`src/hw/board_macros.svh`:
```
// widths and address map for one clock domain; the UART scaler is a 16-bit clocks-per-bit count
`ifndef BOARD_MACROS_SVH
`define BOARD_MACROS_SVH

// ======================================================================
// bus widths
`define WB_ADDR_W 8
`define WB_DATA_W 32

// board io
`define GPIO_LED_W 8
`define GPIO_SW_W 4

// address map: page in adr[7:4], register in adr[3:2]
`define PAGE_HI 7
`define PAGE_LO 4
`define PAGE_GPIO 4'h0
`define PAGE_UART 4'h1
`define REG_HI 3
`define REG_LO 2

// uart clocks-per-bit, writes below the minimum are raised to it
`define UART_SCALER_W 16
`define UART_SCALER_RST 16'd16
`define UART_SCALER_MIN 16'd4

`endif

```
`src/hw/periph_pkg.sv`:
```
// peripheral register indices are adr[3:2] within a page; states for the 8N1 UART only
`default_nettype none

package periph_pkg;

  // gpio registers at 0x00, 0x04, 0x08
  typedef enum logic [1:0] {
    GPIO_LED  = 2'd0,
    GPIO_SW   = 2'd1,
    GPIO_EDGE = 2'd2
  } gpio_reg_e;

  // uart registers at 0x10, 0x14, 0x18, 0x1C
  typedef enum logic [1:0] {
    UART_TXDATA = 2'd0,
    UART_RXDATA = 2'd1,
    UART_STATUS = 2'd2,
    UART_SCALER = 2'd3
  } uart_reg_e;

  // ======================================================================
  // serial state machines
  typedef enum logic [1:0] {
    TX_IDLE,
    TX_START,
    TX_DATA,
    TX_STOP
  } uart_tx_state_e;

  typedef enum logic [1:0] {
    RX_IDLE,
    RX_START,
    RX_DATA,
    RX_STOP
  } uart_rx_state_e;

endpackage

`default_nettype wire

```
`src/hw/soc_bus_pkg.sv`:
```
// bus-side types only; widths come from the board macros and the map has three targets
`default_nettype none

`include "board_macros.svh"

package soc_bus_pkg;

  // ======================================================================
  // wishbone payload types
  typedef logic [`WB_ADDR_W-1:0] wb_addr_t;
  typedef logic [`WB_DATA_W-1:0] wb_data_t;

  // decoder target, anything outside the two pages falls to none
  typedef enum logic [1:0] {
    SEL_GPIO = 2'd0,
    SEL_UART = 2'd1,
    SEL_NONE = 2'd2
  } periph_sel_e;

endpackage

`default_nettype wire

```
`src/hw/wb_if.sv`:
```
// wishbone classic link without err, rty or sel; the slave acks exactly one cycle per request
`timescale 1ns/1ps
`default_nettype none

interface wb_if
  import soc_bus_pkg::*;
();

  logic     cyc;
  logic     stb;
  logic     we;
  wb_addr_t adr;
  wb_data_t dat_w;
  wb_data_t dat_r;
  logic     ack;

  // host side of the link
  modport master (
    output cyc, stb, we, adr, dat_w,
    input  dat_r, ack
  );

  // peripheral side of the link
  modport slave (
    input  cyc, stb, we, adr, dat_w,
    output dat_r, ack
  );

endinterface

`default_nettype wire

```
`src/hw/board_top.sv`:
```
// single clock and synchronous reset; the host must hold cyc and stb until it sees o_wb_ack
`timescale 1ns/1ps
`default_nettype none

`include "board_macros.svh"

module board_top
  import soc_bus_pkg::*;
(
  input  logic                   clk,
  input  logic                   i_rst,
  input  logic                   i_wb_cyc,
  input  logic                   i_wb_stb,
  input  logic                   i_wb_we,
  input  wb_addr_t               i_wb_adr,
  input  wb_data_t               i_wb_dat,
  output wb_data_t               o_wb_dat,
  output logic                   o_wb_ack,
  input  logic [`GPIO_SW_W-1:0]  i_gpio_sw,
  output logic [`GPIO_LED_W-1:0] o_gpio_led,
  input  logic                   i_uart_rd,
  output logic                   o_uart_td
);

  // internal links from the decoder to each peripheral
  wb_if gpio_bus ();
  wb_if uart_bus ();

  wb_decoder decoder_i (
    .clk    (clk),
    .i_rst  (i_rst),
    .i_cyc  (i_wb_cyc),
    .i_stb  (i_wb_stb),
    .i_we   (i_wb_we),
    .i_adr  (i_wb_adr),
    .i_dat  (i_wb_dat),
    .o_dat  (o_wb_dat),
    .o_ack  (o_wb_ack),
    .m_gpio (gpio_bus.master),
    .m_uart (uart_bus.master)
  );

  gpio_ctrl gpio_i (
    .clk   (clk),
    .i_rst (i_rst),
    .s_bus (gpio_bus.slave),
    .i_sw  (i_gpio_sw),
    .o_led (o_gpio_led)
  );

  uart_ctrl uart_i (
    .clk   (clk),
    .i_rst (i_rst),
    .s_bus (uart_bus.slave),
    .i_rd  (i_uart_rd),
    .o_td  (o_uart_td)
  );

endmodule

`default_nettype wire

```
`src/hw/gpio_ctrl.sv`:
```
// switches are asynchronous and pass two flops; edge latches see only rising switches
`timescale 1ns/1ps
`default_nettype none

`include "board_macros.svh"

module gpio_ctrl
  import soc_bus_pkg::*, periph_pkg::*;
(
  input  logic                   clk,
  input  logic                   i_rst,
  wb_if.slave                    s_bus,
  input  logic [`GPIO_SW_W-1:0]  i_sw,
  output logic [`GPIO_LED_W-1:0] o_led
);

  logic                   ack_q;
  wb_data_t               dat_q;
  wb_data_t               rd_data;
  gpio_reg_e              reg_sel;
  logic                   req;
  logic                   wr;
  logic [`GPIO_LED_W-1:0] led_q;
  logic [`GPIO_SW_W-1:0]  sw_meta;
  logic [`GPIO_SW_W-1:0]  sw_sync;
  logic [`GPIO_SW_W-1:0]  sw_prev;
  logic [`GPIO_SW_W-1:0]  sw_rise;
  logic [`GPIO_SW_W-1:0]  edge_q;
  logic [`GPIO_SW_W-1:0]  edge_clr;

  // ======================================================================
  // bus side
  assign req     = s_bus.cyc & s_bus.stb & ~ack_q;
  assign wr      = req & s_bus.we;
  assign reg_sel = gpio_reg_e'(s_bus.adr[`REG_HI:`REG_LO]);

  always_comb begin
    case (reg_sel)
      GPIO_LED:  rd_data = wb_data_t'(led_q);
      GPIO_SW:   rd_data = wb_data_t'(sw_sync);
      GPIO_EDGE: rd_data = wb_data_t'(edge_q);
      default:   rd_data = '0;
    endcase
  end

  // led register updates on the ack edge
  always_ff @(posedge clk) begin
    if (i_rst) begin
      ack_q <= 1'b0;
      led_q <= '0;
    end else begin
      ack_q <= req;
      if (wr && reg_sel == GPIO_LED) begin
        led_q <= s_bus.dat_w[`GPIO_LED_W-1:0];
      end
    end
  end

  always_ff @(posedge clk) begin
    if (req) begin
      dat_q <= rd_data;
    end
  end

  // ======================================================================
  // switch input and edge latches
  assign sw_rise  = sw_sync & ~sw_prev;
  assign edge_clr = (wr && reg_sel == GPIO_EDGE) ? s_bus.dat_w[`GPIO_SW_W-1:0] : '0;

  always_ff @(posedge clk) begin
    if (i_rst) begin
      sw_meta <= '0;
      sw_sync <= '0;
      sw_prev <= '0;
      edge_q  <= '0;
    end else begin
      sw_meta <= i_sw;
      sw_sync <= sw_meta;
      sw_prev <= sw_sync;
      // a new rise wins over a clear in the same cycle
      edge_q  <= (edge_q & ~edge_clr) | sw_rise;
    end
  end

  assign s_bus.ack   = ack_q;
  assign s_bus.dat_r = dat_q;
  assign o_led       = led_q;

endmodule

`default_nettype wire

```
`src/hw/uart_ctrl.sv`:
```
// 8N1 only, one byte of receive holding and no FIFO; TXDATA writes while busy are dropped
`timescale 1ns/1ps
`default_nettype none

`include "board_macros.svh"

module uart_ctrl
  import soc_bus_pkg::*, periph_pkg::*;
(
  input  logic clk,
  input  logic i_rst,
  wb_if.slave  s_bus,
  input  logic i_rd,
  output logic o_td
);

  logic                      ack_q;
  wb_data_t                  dat_q;
  wb_data_t                  rd_data;
  uart_reg_e                 reg_sel;
  logic                      req;
  logic                      wr;
  logic [`UART_SCALER_W-1:0] scaler_q;
  logic [`UART_SCALER_W-1:0] wr_scaler;

  uart_tx_state_e            tx_state;
  logic [`UART_SCALER_W-1:0] tx_cnt;
  logic [7:0]                tx_shift;
  logic [2:0]                tx_bit;
  logic                      tx_busy;
  logic                      tx_start;
  logic                      td_q;

  uart_rx_state_e            rx_state;
  logic [`UART_SCALER_W-1:0] rx_cnt;
  logic [7:0]                rx_shift;
  logic [2:0]                rx_bit;
  logic                      rx_meta;
  logic                      rx_sync;
  logic                      rx_done;
  logic [7:0]                rx_hold;
  logic                      rx_valid;
  logic                      overrun;
  logic                      rx_clr;

  // ======================================================================
  // register access
  assign req       = s_bus.cyc & s_bus.stb & ~ack_q;
  assign wr        = req & s_bus.we;
  assign reg_sel   = uart_reg_e'(s_bus.adr[`REG_HI:`REG_LO]);
  assign wr_scaler = s_bus.dat_w[`UART_SCALER_W-1:0];
  assign tx_busy   = (tx_state != TX_IDLE);
  assign tx_start  = wr & (reg_sel == UART_TXDATA) & ~tx_busy;
  assign rx_clr    = req & ~s_bus.we & (reg_sel == UART_RXDATA);

  always_comb begin
    case (reg_sel)
      UART_RXDATA: rd_data = wb_data_t'(rx_hold);
      UART_STATUS: rd_data = wb_data_t'({overrun, rx_valid, tx_busy});
      UART_SCALER: rd_data = wb_data_t'(scaler_q);
      default:     rd_data = '0;
    endcase
  end

  always_ff @(posedge clk) begin
    if (i_rst) begin
      ack_q    <= 1'b0;
      scaler_q <= `UART_SCALER_RST;
    end else begin
      ack_q <= req;
      if (wr && reg_sel == UART_SCALER) begin
        scaler_q <= (wr_scaler < `UART_SCALER_MIN) ? `UART_SCALER_MIN : wr_scaler;
      end
    end
  end

  always_ff @(posedge clk) begin
    if (req) begin
      dat_q <= rd_data;
    end
  end

  // ======================================================================
  // transmitter, each bit held for scaler clocks
  always_ff @(posedge clk) begin
    if (i_rst) begin
      tx_state <= TX_IDLE;
      tx_cnt   <= '0;
      tx_bit   <= '0;
      td_q     <= 1'b1;
    end else begin
      case (tx_state)
        TX_IDLE: begin
          if (tx_start) begin
            td_q     <= 1'b0;
            tx_cnt   <= scaler_q - 1'b1;
            tx_state <= TX_START;
          end
        end
        TX_START: begin
          if (tx_cnt == '0) begin
            td_q     <= tx_shift[0];
            tx_cnt   <= scaler_q - 1'b1;
            tx_bit   <= '0;
            tx_state <= TX_DATA;
          end else begin
            tx_cnt <= tx_cnt - 1'b1;
          end
        end
        TX_DATA: begin
          if (tx_cnt == '0) begin
            tx_cnt <= scaler_q - 1'b1;
            if (tx_bit == 3'd7) begin
              td_q     <= 1'b1;
              tx_state <= TX_STOP;
            end else begin
              td_q   <= tx_shift[1];
              tx_bit <= tx_bit + 1'b1;
            end
          end else begin
            tx_cnt <= tx_cnt - 1'b1;
          end
        end
        default: begin
          if (tx_cnt == '0) begin
            tx_state <= TX_IDLE;
          end else begin
            tx_cnt <= tx_cnt - 1'b1;
          end
        end
      endcase
    end
  end

  // data shifts right so bit 0 is always the next one out
  always_ff @(posedge clk) begin
    if (tx_start) begin
      tx_shift <= s_bus.dat_w[7:0];
    end else if (tx_state == TX_DATA && tx_cnt == '0) begin
      tx_shift <= tx_shift >> 1;
    end
  end

  // ======================================================================
  // receiver, samples mid-bit after the start edge
  assign rx_done = (rx_state == RX_STOP) && (rx_cnt == '0);

  always_ff @(posedge clk) begin
    if (i_rst) begin
      rx_meta  <= 1'b1;
      rx_sync  <= 1'b1;
      rx_state <= RX_IDLE;
      rx_cnt   <= '0;
      rx_bit   <= '0;
    end else begin
      rx_meta <= i_rd;
      rx_sync <= rx_meta;
      case (rx_state)
        RX_IDLE: begin
          if (!rx_sync) begin
            rx_cnt   <= (scaler_q >> 1) - 1'b1;
            rx_state <= RX_START;
          end
        end
        RX_START: begin
          if (rx_cnt != '0) begin
            rx_cnt <= rx_cnt - 1'b1;
          end else if (!rx_sync) begin
            rx_cnt   <= scaler_q - 1'b1;
            rx_bit   <= '0;
            rx_state <= RX_DATA;
          end else begin
            // glitch, line went back high before mid start
            rx_state <= RX_IDLE;
          end
        end
        RX_DATA: begin
          if (rx_cnt == '0) begin
            rx_cnt <= scaler_q - 1'b1;
            rx_bit <= rx_bit + 1'b1;
            if (rx_bit == 3'd7) begin
              rx_state <= RX_STOP;
            end
          end else begin
            rx_cnt <= rx_cnt - 1'b1;
          end
        end
        default: begin
          if (rx_cnt == '0) begin
            rx_state <= RX_IDLE;
          end else begin
            rx_cnt <= rx_cnt - 1'b1;
          end
        end
      endcase
    end
  end

  always_ff @(posedge clk) begin
    if (rx_state == RX_DATA && rx_cnt == '0) begin
      rx_shift <= {rx_sync, rx_shift[7:1]};
    end
    if (rx_done) begin
      rx_hold <= rx_shift;
    end
  end

  // status flags, a byte landing during a RXDATA read still counts
  always_ff @(posedge clk) begin
    if (i_rst) begin
      rx_valid <= 1'b0;
      overrun  <= 1'b0;
    end else begin
      if (rx_clr) begin
        rx_valid <= 1'b0;
        overrun  <= 1'b0;
      end
      if (rx_done) begin
        rx_valid <= 1'b1;
        if (rx_valid && !rx_clr) begin
          overrun <= 1'b1;
        end
      end
    end
  end

  assign s_bus.ack   = ack_q;
  assign s_bus.dat_r = dat_q;
  assign o_td        = td_q;

endmodule

`default_nettype wire

```
`src/hw/wb_decoder.sv`:
```
// no wait states added; unmapped pages get a registered zero-data ack and never an error
`timescale 1ns/1ps
`default_nettype none

`include "board_macros.svh"

module wb_decoder
  import soc_bus_pkg::*;
(
  input  logic     clk,
  input  logic     i_rst,
  input  logic     i_cyc,
  input  logic     i_stb,
  input  logic     i_we,
  input  wb_addr_t i_adr,
  input  wb_data_t i_dat,
  output wb_data_t o_dat,
  output logic     o_ack,
  wb_if.master     m_gpio,
  wb_if.master     m_uart
);

  periph_sel_e sel;
  logic        none_ack;

  // ======================================================================
  // page decode
  always_comb begin
    case (i_adr[`PAGE_HI:`PAGE_LO])
      `PAGE_GPIO: sel = SEL_GPIO;
      `PAGE_UART: sel = SEL_UART;
      default:    sel = SEL_NONE;
    endcase
  end

  // request fans out, only the selected slave sees stb
  assign m_gpio.cyc   = i_cyc;
  assign m_gpio.stb   = i_stb & (sel == SEL_GPIO);
  assign m_gpio.we    = i_we;
  assign m_gpio.adr   = i_adr;
  assign m_gpio.dat_w = i_dat;

  assign m_uart.cyc   = i_cyc;
  assign m_uart.stb   = i_stb & (sel == SEL_UART);
  assign m_uart.we    = i_we;
  assign m_uart.adr   = i_adr;
  assign m_uart.dat_w = i_dat;

  // stand-in slave for holes in the map
  always_ff @(posedge clk) begin
    if (i_rst) begin
      none_ack <= 1'b0;
    end else begin
      none_ack <= i_cyc & i_stb & (sel == SEL_NONE) & ~none_ack;
    end
  end

  // response return
  always_comb begin
    case (sel)
      SEL_GPIO: begin
        o_ack = m_gpio.ack;
        o_dat = m_gpio.dat_r;
      end
      SEL_UART: begin
        o_ack = m_uart.ack;
        o_dat = m_uart.dat_r;
      end
      default: begin
        o_ack = none_ack;
        o_dat = '0;
      end
    endcase
  end

endmodule

`default_nettype wire

```
`config.mk`:
```
export PLATFORM = sky130hd
export DESIGN_NAME = board_top
export DESIGN_NICKNAME = d
export VERILOG_FILES = /design/src/hw/periph_pkg.sv /design/src/hw/soc_bus_pkg.sv /design/src/hw/wb_if.sv /design/src/hw/board_top.sv /design/src/hw/gpio_ctrl.sv /design/src/hw/uart_ctrl.sv /design/src/hw/wb_decoder.sv
export VERILOG_INCLUDE_DIRS = /design/src /design/src/hw
export SDC_FILE = /design/constraint.sdc
export NUM_CORES = 1
export LEC_CHECK = 0
export ABC_AREA = 1
export BUFFER_PORTS_ARGS = -buffer_cell sky130_fd_sc_hd__buf_2
export CAP_MARGIN = 20
export CELL_PAD_IN_SITES_DETAIL_PLACEMENT = 0
export CELL_PAD_IN_SITES_GLOBAL_PLACEMENT = 1
export CORE_MARGIN = 4
export CORE_UTILIZATION = 35
export DETAILED_ROUTE_END_ITERATION = 7
export GPL_ROUTABILITY_DRIVEN = 0
export HOLD_SLACK_MARGIN = 0.12
export PLACE_DENSITY = 0.75
export REMOVE_ABC_BUFFERS = 1
export SLEW_MARGIN = 20
export SYNTH_ARGS = -nofsm -noshare
export SYNTH_HDL_FRONTEND = slang
export SYNTH_SLANG_ARGS = --single-unit
```
`constraint.sdc`:
```
create_clock -name clk -period 2.89 [get_ports clk]
set_input_delay 0.289 -clock clk [delete_from_list [all_inputs] [get_ports clk]]
set_output_delay 0.289 -clock clk [all_outputs]
set_load 0.01 [all_outputs]
```
## Word-level counts from Yosys, hierarchy flattened

Cells that the tools add are included.

| word-level totals | value |
|---|---|
| bits in registers | 178 |
| input bits | 50 |
| output and inout port bits | 42 |
| logic and storage cells | 165 |

| cells by class | value |
|---|---|
| add/subtract/negate cells | 6 |
| magnitude comparators | 1 |
| equal/unequal tests | 26 |
| muxes and demuxes | 50 |
| bitwise operators | 25 |
| reductions and logical operators | 32 |

Operator list:

| cell | count |
|---|---|
| $mux 16 | 9 |
| $pmux 16 s3 | 2 |
| $pmux 32 s2 | 1 |
| $sub 16x1->16 const B | 3 |
| $logic_not 16->1 | 2 |
| $pmux 16 s2 | 1 |
| $pmux 8 s3 | 1 |
| $mux 2 | 11 |
| $mux 3 | 6 |
| $lt 16x3->1 const B | 1 |
| $mux 8 | 2 |
| $reduce_bool 16->1 | 1 |
| $sub 15x1->16 const B | 1 |
| $and 1x1->1 | 15 |
| $eq 2x2->1 const B | 6 |
| $pmux 2 s3 | 2 |
| $pmux 3 s2 | 2 |
| $reduce_and 4->1 | 3 |
| $reduce_bool 2->1 | 6 |
| $ne 2x1->1 const B | 5 |
| $ne 2x2->1 const B | 5 |
| $reduce_and 5->1 | 2 |
| $mux 1 | 9 |
| $and 4x4->4 | 2 |
| 21 further kinds | 42 |

## Depth between registers and ports, before layout

Gate-level depths: netlist of the first run.

| logic depth | value |
|---|---|
| depth in word-level cells | 12 |
| depth in mapped cells | 13 |
| mapped depth without buffers | 13 |

## By module

From an unflattened synthesis of the first run, not the netlist that was laid out.

| unflattened totals | value |
|---|---|
| cells, all modules | 1250 |
| area, all modules | 8868.5 um^2 |

Modules (own cells, without submodules):

| module | instances | cells an instance | area an instance (um^2) | seq. area each (um^2) |
|---|---|---|---|---|
| uart_ctrl | 1 | 848 | 6107.1 | 2482.4 |
| gpio_ctrl | 1 | 190 | 1487.7 | 740.7 |
| wb_decoder | 1 | 212 | 1273.7 | 20.0 |

## Least setup slack after synthesis of the first run

OpenSTA, ideal clock, no wires.

| timing path | value |
|---|---|
| path type | input port to flip-flop |
| start | input port i_wb_adr[6] |
| end | register uart_i.tx_shift[0], enable pin |
| library setup time | 329 ps |
| data arrival time | 1917 ps |
| data required time | 2561 ps |
| setup slack | 644 ps |
| stages on the path | 8 |
| path buffers | 1 |
| cells stage by stage | inv_1 > nand2_2 > nor2_4 > nand2_4 > nor3_4 > nand4_1 > clkbuf_1 > nand2_1 |

| between the ends | value |
|---|---|
| cells in the longest elaborated chain, start to end | 10 |
| elaborated cells between the ends (all ways) | 11 |
| those cells by class | eq/ne (2); mux (1); bitwise (6); reduce/logical (2) |

RTL lines:

| element | line | text |
|---|---|---|
| start: declaration | board_top.sv:15 | `input wb_addr_t i_wb_adr,` |
| $eq 4x1->1 or $logic_not 4->1 (tied branches) | wb_decoder.sv:29 | `` case (i_adr[`PAGE_HI:`PAGE_LO]) `` |
| $pmux 2 s2 (*) | wb_decoder.sv:29 |  |
| $eq 2x1->1 (*) | wb_decoder.sv:44 | `assign m_uart.stb = i_stb & (sel == SEL_UART);` |
| $and 1x1->1 (*) | wb_decoder.sv:44 |  |
| $and 1x1->1 (*) (2 in a row) | uart_ctrl.sv:48 | `assign req = s_bus.cyc & s_bus.stb & ~ack_q;` |
| net uart_i.req | uart_ctrl.sv:21 | `logic req;` |
| $and 1x1->1 (*) | uart_ctrl.sv:49 | `assign wr = req & s_bus.we;` |
| $and 1x1->1 (*) (2 in a row) | uart_ctrl.sv:53 | `assign tx_start = wr & (reg_sel == UART_TXDATA) & ~tx_busy;` |
| $reduce_bool 2->1 (no line) (*) | - |  |
| end signal: assignment | uart_ctrl.sv:138 | `tx_shift <= s_bus.dat_w[7:0];` |
| end signal: assignment | uart_ctrl.sv:140 | `tx_shift <= tx_shift >> 1;` |
| end: declaration | uart_ctrl.sv:28 | `logic [7:0] tx_shift;` |

Mark *: on every way through the listed nets, which the timed path passes. The rest lies on a longest branch.
A chain may end at the register's enable or synchronous reset.

## Worst setup path in the final report of the first run

| timing path | value |
|---|---|
| start | register uart_i.rx_cnt[0] |
| end | register uart_i.rx_shift[2], enable pin |

| between the ends | value |
|---|---|
| cells in the longest elaborated chain, start to end | 2 |

RTL lines:

| element | line | text |
|---|---|---|
| start: declaration | uart_ctrl.sv:35 | `` logic [`UART_SCALER_W-1:0] rx_cnt; `` |
| start signal: assignment | uart_ctrl.sv:161 | `rx_cnt <= (scaler_q >> 1) - 1'b1;` |
| start signal: assignment | uart_ctrl.sv:167 | `rx_cnt <= rx_cnt - 1'b1;` |
| start signal: assignment | uart_ctrl.sv:169 | `rx_cnt <= scaler_q - 1'b1;` |
| $logic_not 16->1 | uart_ctrl.sv:200 | `if (rx_state == RX_DATA && rx_cnt == '0) begin` |
| $logic_and 1x1->1 | uart_ctrl.sv:200 |  |
| end signal: assignment | uart_ctrl.sv:201 | `rx_shift <= {rx_sync, rx_shift[7:1]};` |
| end: declaration | uart_ctrl.sv:36 | `logic [7:0] rx_shift;` |

Every way passes these cells.

==> results of run 1 <==
## worst max-delay path: stages (launching register included)
cell,delay [ns]
dfxtp_1,0.33
inv_1,0.13
ha_1,0.21
nand2_1,0.16
nor2_4,0.17
nand2_1,0.12
nor3_2,0.13
nand2_1,0.17
nor2_1,0.53
## where the power goes
| group | internal (W) | switching, W | total [W] |
|---|---|---|---|
| combinational | 0.00100 | 0.00196 | 0.00296 |
| clock | 0.00118 | 0.00106 | 0.00224 |
| sequential | 0.00221 | 0.000193 | 0.00240 |
## logic make-up after synthesis
group,after synthesis
other,1
buffers and inverters,194
muxes,2
AOI/OAI and AO/OA,174
xor gates and xnor gates,34
DFF,138
adders and majority gates,14
and+or+nand+nor,440
## synthesized netlist by cell type (3+ instances only)
| cell type | n |
|---|---|
| a21oi_1 | 66 |
| a211oi_1 | 9 |
| o32ai_1 | 4 |
| xnor2_1 | 9 |
| clkbuf_1 | 17 |
| o211ai_1 | 9 |
| dfxtp_1 | 90 |
| buf_2 | 5 |
| buf_4 | 17 |
| o21bai_1 | 3 |
| nand2_1 | 212 |
| ha_1 | 14 |
| or2_2 | 5 |
| nor3_1 | 5 |
| xor2_1 | 25 |
| a31oi_1 | 3 |
| buf_1 | 3 |
| nand4_1 | 5 |
| o21ai_0 | 67 |
| nor2_1 | 134 |
| edfxtp_1 | 48 |
| nor4_1 | 6 |
| inv_1 | 145 |
| o221ai_1 | 4 |
| buf_6 | 3 |
| nand3_1 | 58 |
## through the flow
stage	total power (W)	hold slack [ns]	instances
2_1_floorplan	0.00461	0.351	967
3_5_place_dp	0.00538	0.395	1303
6_report	0.00760	0.155	1340
5_1_grt	0.00821	0.166	1340
4_1_cts	0.00767	0.142	1340
3_3_place_gp	0.00538	0.389	1303
## layer usage
layer,track usage [%],vias to the layer above,routed length (µm)
li1,-,3303,-
met1,23.0,2978,9460
met2,27.6,142,9240
met3,3.04,20,851
met4,5.21,0,284
met5,0,-,0
## flip-flops by register name (all words and copies together), names as in the netlist, 2 cells and up
register,flops
uart_i.scaler_q,16
gpio_i.sw_sync,4
uart_i.tx_bit,3
uart_i.s_bus.dat_r,16
gpio_i.o_led,8
gpio_i.sw_prev,4
gpio_i.sw_meta,4
uart_i.tx_state,2
uart_i.rx_bit,3
gpio_i.edge_q,4
gpio_i.s_bus.dat_r,8
uart_i.tx_shift,8
uart_i.rx_cnt,16
uart_i.rx_hold,8
uart_i.rx_shift,8
uart_i.tx_cnt,16
uart_i.rx_state,2
## final timing paths
path | depth (start not counted) | slack (ns) | end | start
setup / recovery | 8 | 0.57 | uart_i.rx_shift[2] | uart_i.rx_cnt[0]
setup reg to reg | 8 | 0.57 | uart_i.rx_shift[2] | uart_i.rx_cnt[0]
hold reg to reg | 2 | 0.40 | gpio_i.sw_sync[1] | gpio_i.sw_meta[1]
hold / removal | 3 | 0.15 | uart_i.scaler_q[15] | i_wb_dat[15]
## repair_timing
item	4_1_cts	5_1_grt
endpoints found under the hold margin	5	0
hold buffers	5	0
gates resized for setup	0	0
endpoints found under the setup margin	0	0
## layout make-up
type | count | area [µm²] | share of cell area, %
tap | 270 | 338 | 3.94
multi-input combinational | 680 | 3400 | 39.8
sequential | 138 | 3240 | 37.9
clock buffer | 17 | 425 | 4.97
timing repair buffer | 71 | 403 | 4.70
inverter | 149 | 562 | 6.56
clock inverter | 15 | 189 | 2.21
==> impl_metrics.env, run 1 <==
export IMPL_mostFrequentLayoutCell="nand2_1"
export IMPL_postLayoutSetupSlackWorst_ns=0.568
export IMPL_cts_buffers=17
export IMPL_drv_slew=0
export IMPL_die_w_um=154
export IMPL_hold_viol_final=0
export IMPL_worstPathArrival_ns=2.39
export IMPL_yosysTopAreaCell="dfxtp_1"
export IMPL_yosys_cell_types_count=47
export IMPL_cp_max_fo=8
export IMPL_synth_top_area_share_pct=24.3
export IMPL_drtIter0Drc=475
export IMPL_synthTopCellsByArea="dfxtp_1, edfxtp_1, nand2_1, inv_1, nor2_1"
export IMPL_synth_top_family_by_area="simple AND/OR/NAND/NOR gates"
export IMPL_track_usage_pct=17.0
export IMPL_initial_core_util_pct=36.1
export IMPL_clkSinkCount=138
export IMPL_syn_to_final_growth_pct=15.5
export IMPL_p_leak_nw=3.81
export IMPL_grt_antenna_before_repair=0
export IMPL_rsz0062_at_grt="no"
export IMPL_cp_data_required_time_ns=2.95
export IMPL_final_nets=1121
export IMPL_postLayoutCellArea_um2=8560
export IMPL_clockRootBuffer="clkbuf_16"
export IMPL_muxShareOfSynthArea_pct=0.304
export IMPL_end_kind="register"
export IMPL_postLayoutCoreUtil_pct=41.7
export IMPL_ys_seq_area_share_pct=43.7
export IMPL_netlist_area_um2=7410
export IMPL_antenna_left=0
export IMPL_min_period_ns=2.32
export IMPL_ir_worst_vdd_v=0.000403
export IMPL_setup_viol=0
export IMPL_async_flop_share_pct=0
export IMPL_cts_setup_buffers=0
export IMPL_synth_avg_cell_area_um2=7.44
export IMPL_synth_xor_area_share_pct=4.02
export IMPL_wire_per_inst_um=14.8
export IMPL_dr_pass1_iters=5
export IMPL_finalCritPeriodShare_pct=80.4
export IMPL_synth_fa_ha_area_share_pct=2.36
export IMPL_synth_compound_area_share_pct=13.4
export IMPL_viasPerCell=4.81
export IMPL_cts_max_level=4
export IMPL_place_hpwl_mm=14.6
export IMPL_path_clk_slew_ns=0.07
export IMPL_fmax_ghz=0.431
export IMPL_critical_path_class="register to register"
export IMPL_hold_path_class="primary input to register"
export IMPL_synth_seq_cells=138
export IMPL_vias=6443
export IMPL_grt_pass1_wl_mm=32.1
export IMPL_synth_edf_count=48
export IMPL_worst_pin_slew_ns=0.874
export IMPL_relSlewSlack_pct=41.7
export IMPL_yosysWarnings=0
export IMPL_portBuffers=57
export IMPL_pin_count=92
export IMPL_worst_clock_skew_ns=0.0127
export IMPL_place_area_um2=7900
export IMPL_rows=52
export IMPL_n_fill_cell=2190
export IMPL_drc_errors=0
export IMPL_die_y_um=154
export IMPL_synth_simple_area_share_pct=25.0
export IMPL_synthCells=997
export IMPL_core_area_um2=20600
export IMPL_cts_path_max_buffers=2
export IMPL_drive_above_1_share_pct=11.4
export IMPL_grt_pass1_vias=6155
export IMPL_final_cell_mix="nand2_1, inv_1, nor2_1"
export IMPL_maxCapViolations=0
export IMPL_wl_mm=19.8
export IMPL_clk_latency_ns=0.43
export IMPL_status="completed"
export IMPL_grt_ovfl_total=0
export IMPL_crit_path_start_kind="register"
export IMPL_n_antenna_cell=0
export IMPL_power_density_nw_per_um2=888
export IMPL_pre_cts_ws_ns=0.557
export IMPL_cts_tree="built"
export IMPL_dieArea_um2=23600
export IMPL_tns_ns=0
export IMPL_synth_main_ff_cell="dfxtp_1"
export IMPL_grt_max_degree=59
Note: power is estimated with default switching activity, not from simulation.
==> run 2, diff against run 1 <==
clock period = 2.2 ns   (was 2.89 ns; I/O delays follow)
==> run 2 against run 1 <==
Setup slack got worse by 0.37 ns. Critical path depth increased by 3. Fmax increased by 16%. Via count increased by 1.3%. Clock power increased by 32%. Sequential power increased by 32%. Critical path type unchanged. Critical endpoint is now uart_i.rx_cnt[12]. Largest power group unchanged.
==> impl_metrics.env, run 2 (synthesis gave the netlist of run 1 again) <==
export IMPL_status="completed"
export IMPL_die_w_um=154
export IMPL_vias=6529
export IMPL_grt_ovfl_total=0
export IMPL_wl_met2_mm=9.10
export IMPL_ir_worst_vdd_v=0.000455
export IMPL_critical_path_class="register to register"
export IMPL_cts_buffers=17
export IMPL_antenna_left=0
export IMPL_hold_viol_final=0
export IMPL_whs_ns=0.125
export IMPL_rr_endpoint="uart_i.rx_cnt[12]"
export IMPL_wl_met3_um=795
export IMPL_maxCapViolations=0
export IMPL_worst_pin_slew_ns=0.546
export IMPL_p_seq_share_pct=30.8
export IMPL_multi_input_area_um2=3410
export IMPL_grt_antenna_before_repair=0
export IMPL_seq_area_um2=3240
export IMPL_fmax_ghz=0.501
export IMPL_combPwrFrac_pct=40.4
export IMPL_rows=52
export IMPL_crit_path_start_kind="register"
export IMPL_highest_layer="met4"
export IMPL_place_hpwl_mm=14.9
export IMPL_die_y_um=154
export IMPL_grt_pass1_wl_mm=32.3
export IMPL_power_density_nw_per_um2=1160
export IMPL_postLayoutSetupSlackWorst_ns=0.202
export IMPL_finalCritPeriodShare_pct=90.8
export IMPL_tns_ns=0
export IMPL_dp_cells=1322
export IMPL_clkSinkCount=138
export IMPL_syn_to_final_growth_pct=19.1
export IMPL_viasPerCell=4.77
export IMPL_worstSetupStartpoint="uart_i.rx_cnt[0]"
export IMPL_postLayoutCoreUtil_pct=42.9
export IMPL_grt_max_degree=37
export IMPL_mostFrequentLayoutCell="nand2_1"
export IMPL_initial_core_util_pct=36.1
export IMPL_drive_above_1_share_pct=13.0
export IMPL_track_usage_pct=17.1
export IMPL_cts_tree="built"
export IMPL_clk_latency_ns=0.43
export IMPL_switching_power_w=0.00420
export IMPL_drtIter0Drc=418
export IMPL_p_leak_nw=3.96
export IMPL_final_cell_mix="nand2_1, inv_1, nor2_1"
export IMPL_min_period_ns=2.00
export IMPL_r2r_cells=11
export IMPL_dr_pass1_iters=5
export IMPL_r2r_slack_ns=0.20
export IMPL_cp_data_required_time_ns=2.52
export IMPL_end_kind="register"
export IMPL_wl_met1_mm=9.80
export IMPL_cts_setup_buffers=0
export IMPL_n_fill_cell=2131
export IMPL_hold_path_class="primary input to register"
export IMPL_pwr_share_clk_pct=28.8
export IMPL_worstPathArrival_ns=2.32
export IMPL_final_nets=1150
export IMPL_drc_errors=0
export IMPL_worst_clock_skew_ns=0.0111
export IMPL_core_area_um2=20600
export IMPL_cts_max_level=4
export IMPL_drv_slew=0
export IMPL_grt_pass1_vias=6213
export IMPL_cp_max_fo=7
export IMPL_wire_per_inst_um=14.6
export IMPL_pre_cts_ws_ns=0.161
export IMPL_portBuffers=57
export IMPL_setup_viol=0
export IMPL_path_clk_slew_ns=0.07
export IMPL_worstSetupEndpoint="uart_i.rx_cnt[12]"
export IMPL_clockRootBuffer="clkbuf_16"
export IMPL_rr_startpoint="uart_i.rx_cnt[0]"
export IMPL_n_antenna_cell=0
export IMPL_wl_mm=20.0
export IMPL_rsz0062_at_grt="no"
export IMPL_relSlewSlack_pct=63.5
export IMPL_swShare_pct=41.0
export IMPL_instances_no_fill=1369
export IMPL_cts_path_max_buffers=2
export IMPL_intPower_w=0.00605
export IMPL_pin_count=92
export IMPL_dieArea_um2=23600
run 2: cell count changes in the layout (fill, tap and decap cells not counted), moves of 2 or more:
cell	previous run	this run
buf_4	9	27
dlygate4sd3_1	5	15
clkinv_8	5	2
clkbuf_16	17	19
run 2: worst min path at each step:
stage | slack [ns] | endpoint | cells past startpoint | from
floorplan | 0.28 | uart_i.tx_cnt[8] | 1 | i_rst
global placement | 0.39 | gpio_i.sw_sync[0] | 2 | gpio_i.sw_meta[0]
detailed placement | 0.39 | uart_i.rx_sync | 1 | uart_i.rx_meta
CTS | 0.12 | uart_i.scaler_q[1] | 3 | i_wb_dat[1]
global route | 0.14 | uart_i.scaler_q[1] | 3 | i_wb_dat[1]
finish | 0.12 | uart_i.scaler_q[1] | 3 | i_wb_dat[1]
run 2: area by class of cell:
| class | count | area share, % |
|---|---|---|
| Tap cell | 270 | 3.83 |
| Sequential cell | 138 | 36.7 |
| Clock buffer | 19 | 5.39 |
| Timing Repair Buffer | 100 | 7.46 |
| Clock inverter | 13 | 1.60 |
| Multi-Input combinational cell | 680 | 38.6 |
| Inverter | 149 | 6.36 |
run 2: routing by layer:
layer  global-route usage, %  vias up
met3                    3.77       31
met5                       0        -
li1                        -     3364
met1                    23.4     3015
met4                    4.84        0
met2                    27.4      119
run 2: stage by stage:
stage | power [W] | cell area (µm²)
final | 0.0103 | 8830
after global routing | 0.0111 | 8830
after CTS | 0.0103 | 8820
after detailed placement | 0.00732 | 8060
after global placement | 0.00728 | 8060
after floorplan | 0.00606 | 7210
run 2: what timing repair did:
| action | CTS | global route |
|---|---|---|
| hold buffers | 15 | 0 |
| endpoints found under the setup margin | 0 | 4 |
| hold endpoints to repair | 16 | 0 |
| resized for setup | 0 | 2 |
run 2: critical path: stages (launching register included):
cell	delay [ns]
dfxtp_1	0.32
inv_1	0.09
ha_1	0.18
nand2_1	0.15
nor2_4	0.12
nand2_1	0.11
nor3_2	0.12
nand2_1	0.16
nand2_1	0.13
nand2_1	0.21
o21ai_0	0.22
a21oi_1	0.08
run 2: power groups by stage:
stage / Clock, W / Sequential [W] / Combinational (W)
after floorplan: 0 / 0.00314 / 0.00292
after global placement: 0 / 0.00321 / 0.00408
after detailed placement: 0 / 0.00321 / 0.00412
after CTS: 0.00301 / 0.00315 / 0.00417
after global routing: 0.00314 / 0.00320 / 0.00472
final: 0.00295 / 0.00316 / 0.00414
==> run 3, diff against run 2 <==
CELL_PAD_IN_SITES_DETAIL_PLACEMENT = 1   (was 0)
CELL_PAD_IN_SITES_GLOBAL_PLACEMENT = 2   (was 1)
CORE_ASPECT_RATIO = 1.75   (was default)
CORE_UTILIZATION = 34   (was 35)
PLACE_DENSITY = 0.88   (was 0.75)
==> run 3 against run 2 <==
Core utilization is 2.0 points lower. Die area is 3.2% higher. Via count is 2.0% higher. Final area is 0.20% lower. Clock-buffer cell count is 4 higher. Register-to-register slack worse by 0.05 ns. Non-clock buffer count is 3 higher. Clock power is 9.5% lower. Highest routed layer unchanged.
==> impl_metrics.env, run 3 (synthesis gave the netlist of run 1 again) <==
export IMPL_status="completed"
export IMPL_grt_ovfl_total=0
export IMPL_core_area_um2=21500
export IMPL_wire_per_inst_um=16.3
export IMPL_final_cell_mix="nand2_1, inv_1, nor2_1"
export IMPL_hp_start="i_wb_adr[5]"
export IMPL_r2r_cells=10
export IMPL_worst_pin_slew_ns=0.539
export IMPL_cp_depth=10
export IMPL_grt_pass1_wl_mm=36.5
export IMPL_maxCapViolations=0
export IMPL_cp_max_fo=8
export IMPL_drc_errors=0
export IMPL_antenna_left=0
export IMPL_r2r_slack_ns=0.15
export IMPL_final_nets=1153
export IMPL_rr_endpoint="uart_i.rx_hold[0]"
export IMPL_cts_buffers=17
export IMPL_track_usage_pct=19.1
export IMPL_clockRootBuffer="clkbuf_16"
export IMPL_fmax_ghz=0.488
export IMPL_cts_tree="built"
export IMPL_clkSinkCount=138
export IMPL_end_kind="register"
export IMPL_ir_worst_vdd_v=0.000545
export IMPL_min_period_ns=2.05
export IMPL_initial_core_util_pct=34.5
export IMPL_critPathMaxStageDelay_ns=0.32
export IMPL_setup_viol=0
export IMPL_relSlewSlack_pct=63.8
export IMPL_rows=71
export IMPL_p_leak_nw=3.93
export IMPL_hold_path_class="primary input to register"
export IMPL_crit_family="simple AND/OR/NAND/NOR gates"
export IMPL_dieArea_um2=24300
export IMPL_cp_data_required_time_ns=2.33
export IMPL_dp_cells=1347
export IMPL_min_to="decoder_i.none_ack"
export IMPL_path_clk_slew_ns=0.06
export IMPL_syn_to_final_growth_pct=18.8
export IMPL_wl_mm=22.6
export IMPL_portBuffers=57
export IMPL_critical_path_cell_chain="inv_1 -> ha_1 -> nand2_2 -> nor2_4 -> nand2_1 -> nor3_2 -> nand2_1 -> buf_4 -> nor2_1 -> buf_4"
export IMPL_rr_startpoint="uart_i.rx_cnt[0]"
export IMPL_grt_pass1_vias=7030
export IMPL_place_area_um2=8110
export IMPL_dr_pass1_iters=5
export IMPL_pin_count=92
export IMPL_power_density_nw_per_um2=1150
export IMPL_grt_max_degree=59
export IMPL_viasPerCell=4.78
export IMPL_mostFrequentLayoutCell="nand2_1"
export IMPL_hold_depth=3
export IMPL_critical_path_class="register to register"
export IMPL_crit_path_top_delay_cell="dfxtp_1"
export IMPL_crit_path_start_kind="register"
export IMPL_hold_viol_final=0
export IMPL_die_w_um=120
export IMPL_worstPathArrival_ns=2.18
export IMPL_n_antenna_cell=0
export IMPL_worst_clock_skew_ns=0.0120
export IMPL_place_hpwl_mm=17.4
export IMPL_drv_slew=0
export IMPL_drive_above_1_share_pct=12.9
export IMPL_postLayoutCellArea_um2=8810
export IMPL_finalCritPeriodShare_pct=93.1
export IMPL_vias=6662
export IMPL_grt_antenna_before_repair=0
export IMPL_instances_no_fill=1393
export IMPL_cts_path_max_buffers=2
export IMPL_drtIter0Drc=329
export IMPL_clk_latency_ns=0.43
export IMPL_die_y_um=203
export IMPL_finalPower_w=0.0101
export IMPL_crit_buf_inv=3
export IMPL_rsz0062_at_grt="no"
export IMPL_cts_max_level=4
run 3: final cells by class:
class                           instances  area [µm²]
Timing Repair Buffer                  103         691
Multi-Input combinational cell        680        3420
Clock buffer                           23         458
Inverter                              149         562
Sequential cell                       138        3240
Tap cell                              292         365
Clock inverter                          8        73.8
Fill cell                            2725       12700
run 3: worst max path at each step:
stage	end	start	slack, ns
2_1_floorplan	uart_i.scaler_q[13]	i_wb_adr[6]	-0.27
3_3_place_gp	uart_i.rx_cnt[12]	uart_i.rx_cnt[0]	0.11
6_report	uart_i.rx_hold[0]	uart_i.rx_cnt[0]	0.15
3_5_place_dp	uart_i.rx_cnt[12]	uart_i.rx_cnt[0]	0.08
5_1_grt	uart_i.rx_cnt[6]	uart_i.scaler_q[1]	0.005
4_1_cts	uart_i.rx_cnt[12]	uart_i.rx_cnt[0]	0.06
run 3: report_power, final:
| group | switching (W) | total, W | internal (W) |
|---|---|---|---|
| Clock | 0.00110 | 0.00267 | 0.00157 |
| Combinational | 0.00278 | 0.00431 | 0.00153 |
| Sequential | 0.000235 | 0.00314 | 0.00290 |
run 3: worst min-delay path, stage by stage:
cell and delay (ns):
buf_2 0.10, nor2_4 0.05, nor4_1 0.13
run 3: timing repair:
item | CTS | global route
hold buffers | 14 | 0
setup buffers | 0 | 1
resized for setup | 0 | 4
endpoints found under the setup margin | 0 | 24
hold endpoints to repair | 14 | 0
run 3: through the flow:
| step | util (%) | hold WS, ns | setup WS, ns | setup TNS, ns |
|---|---|---|---|---|
| 3_5_place_dp | 37.7 | 0.399 | 0.0840 | 0 |
| 2_1_floorplan | - | 0.282 | -0.273 | -3.76 |
| 6_report | 41.0 | 0.138 | 0.151 | 0 |
| 5_1_grt | 41.0 | 0.149 | 0.00532 | 0 |
| 3_3_place_gp | 37.7 | 0.389 | 0.107 | 0 |
| 4_1_cts | 40.8 | 0.123 | 0.0608 | 0 |
run 3: layer usage:
| layer | global-route usage, % | part of all wire, % | wire [µm] | up-vias |
|---|---|---|---|---|
| li1 | - | - | - | 3354 |
| met1 | 19.9 | 39 | 8870 | 3159 |
| met5 | 0 | 0 | 0 | - |
| met3 | 3.19 | 2.8 | 645 | 35 |
| met2 | 36.5 | 54 | 12300 | 114 |
| met4 | 8.81 | 3.8 | 852 | 0 |
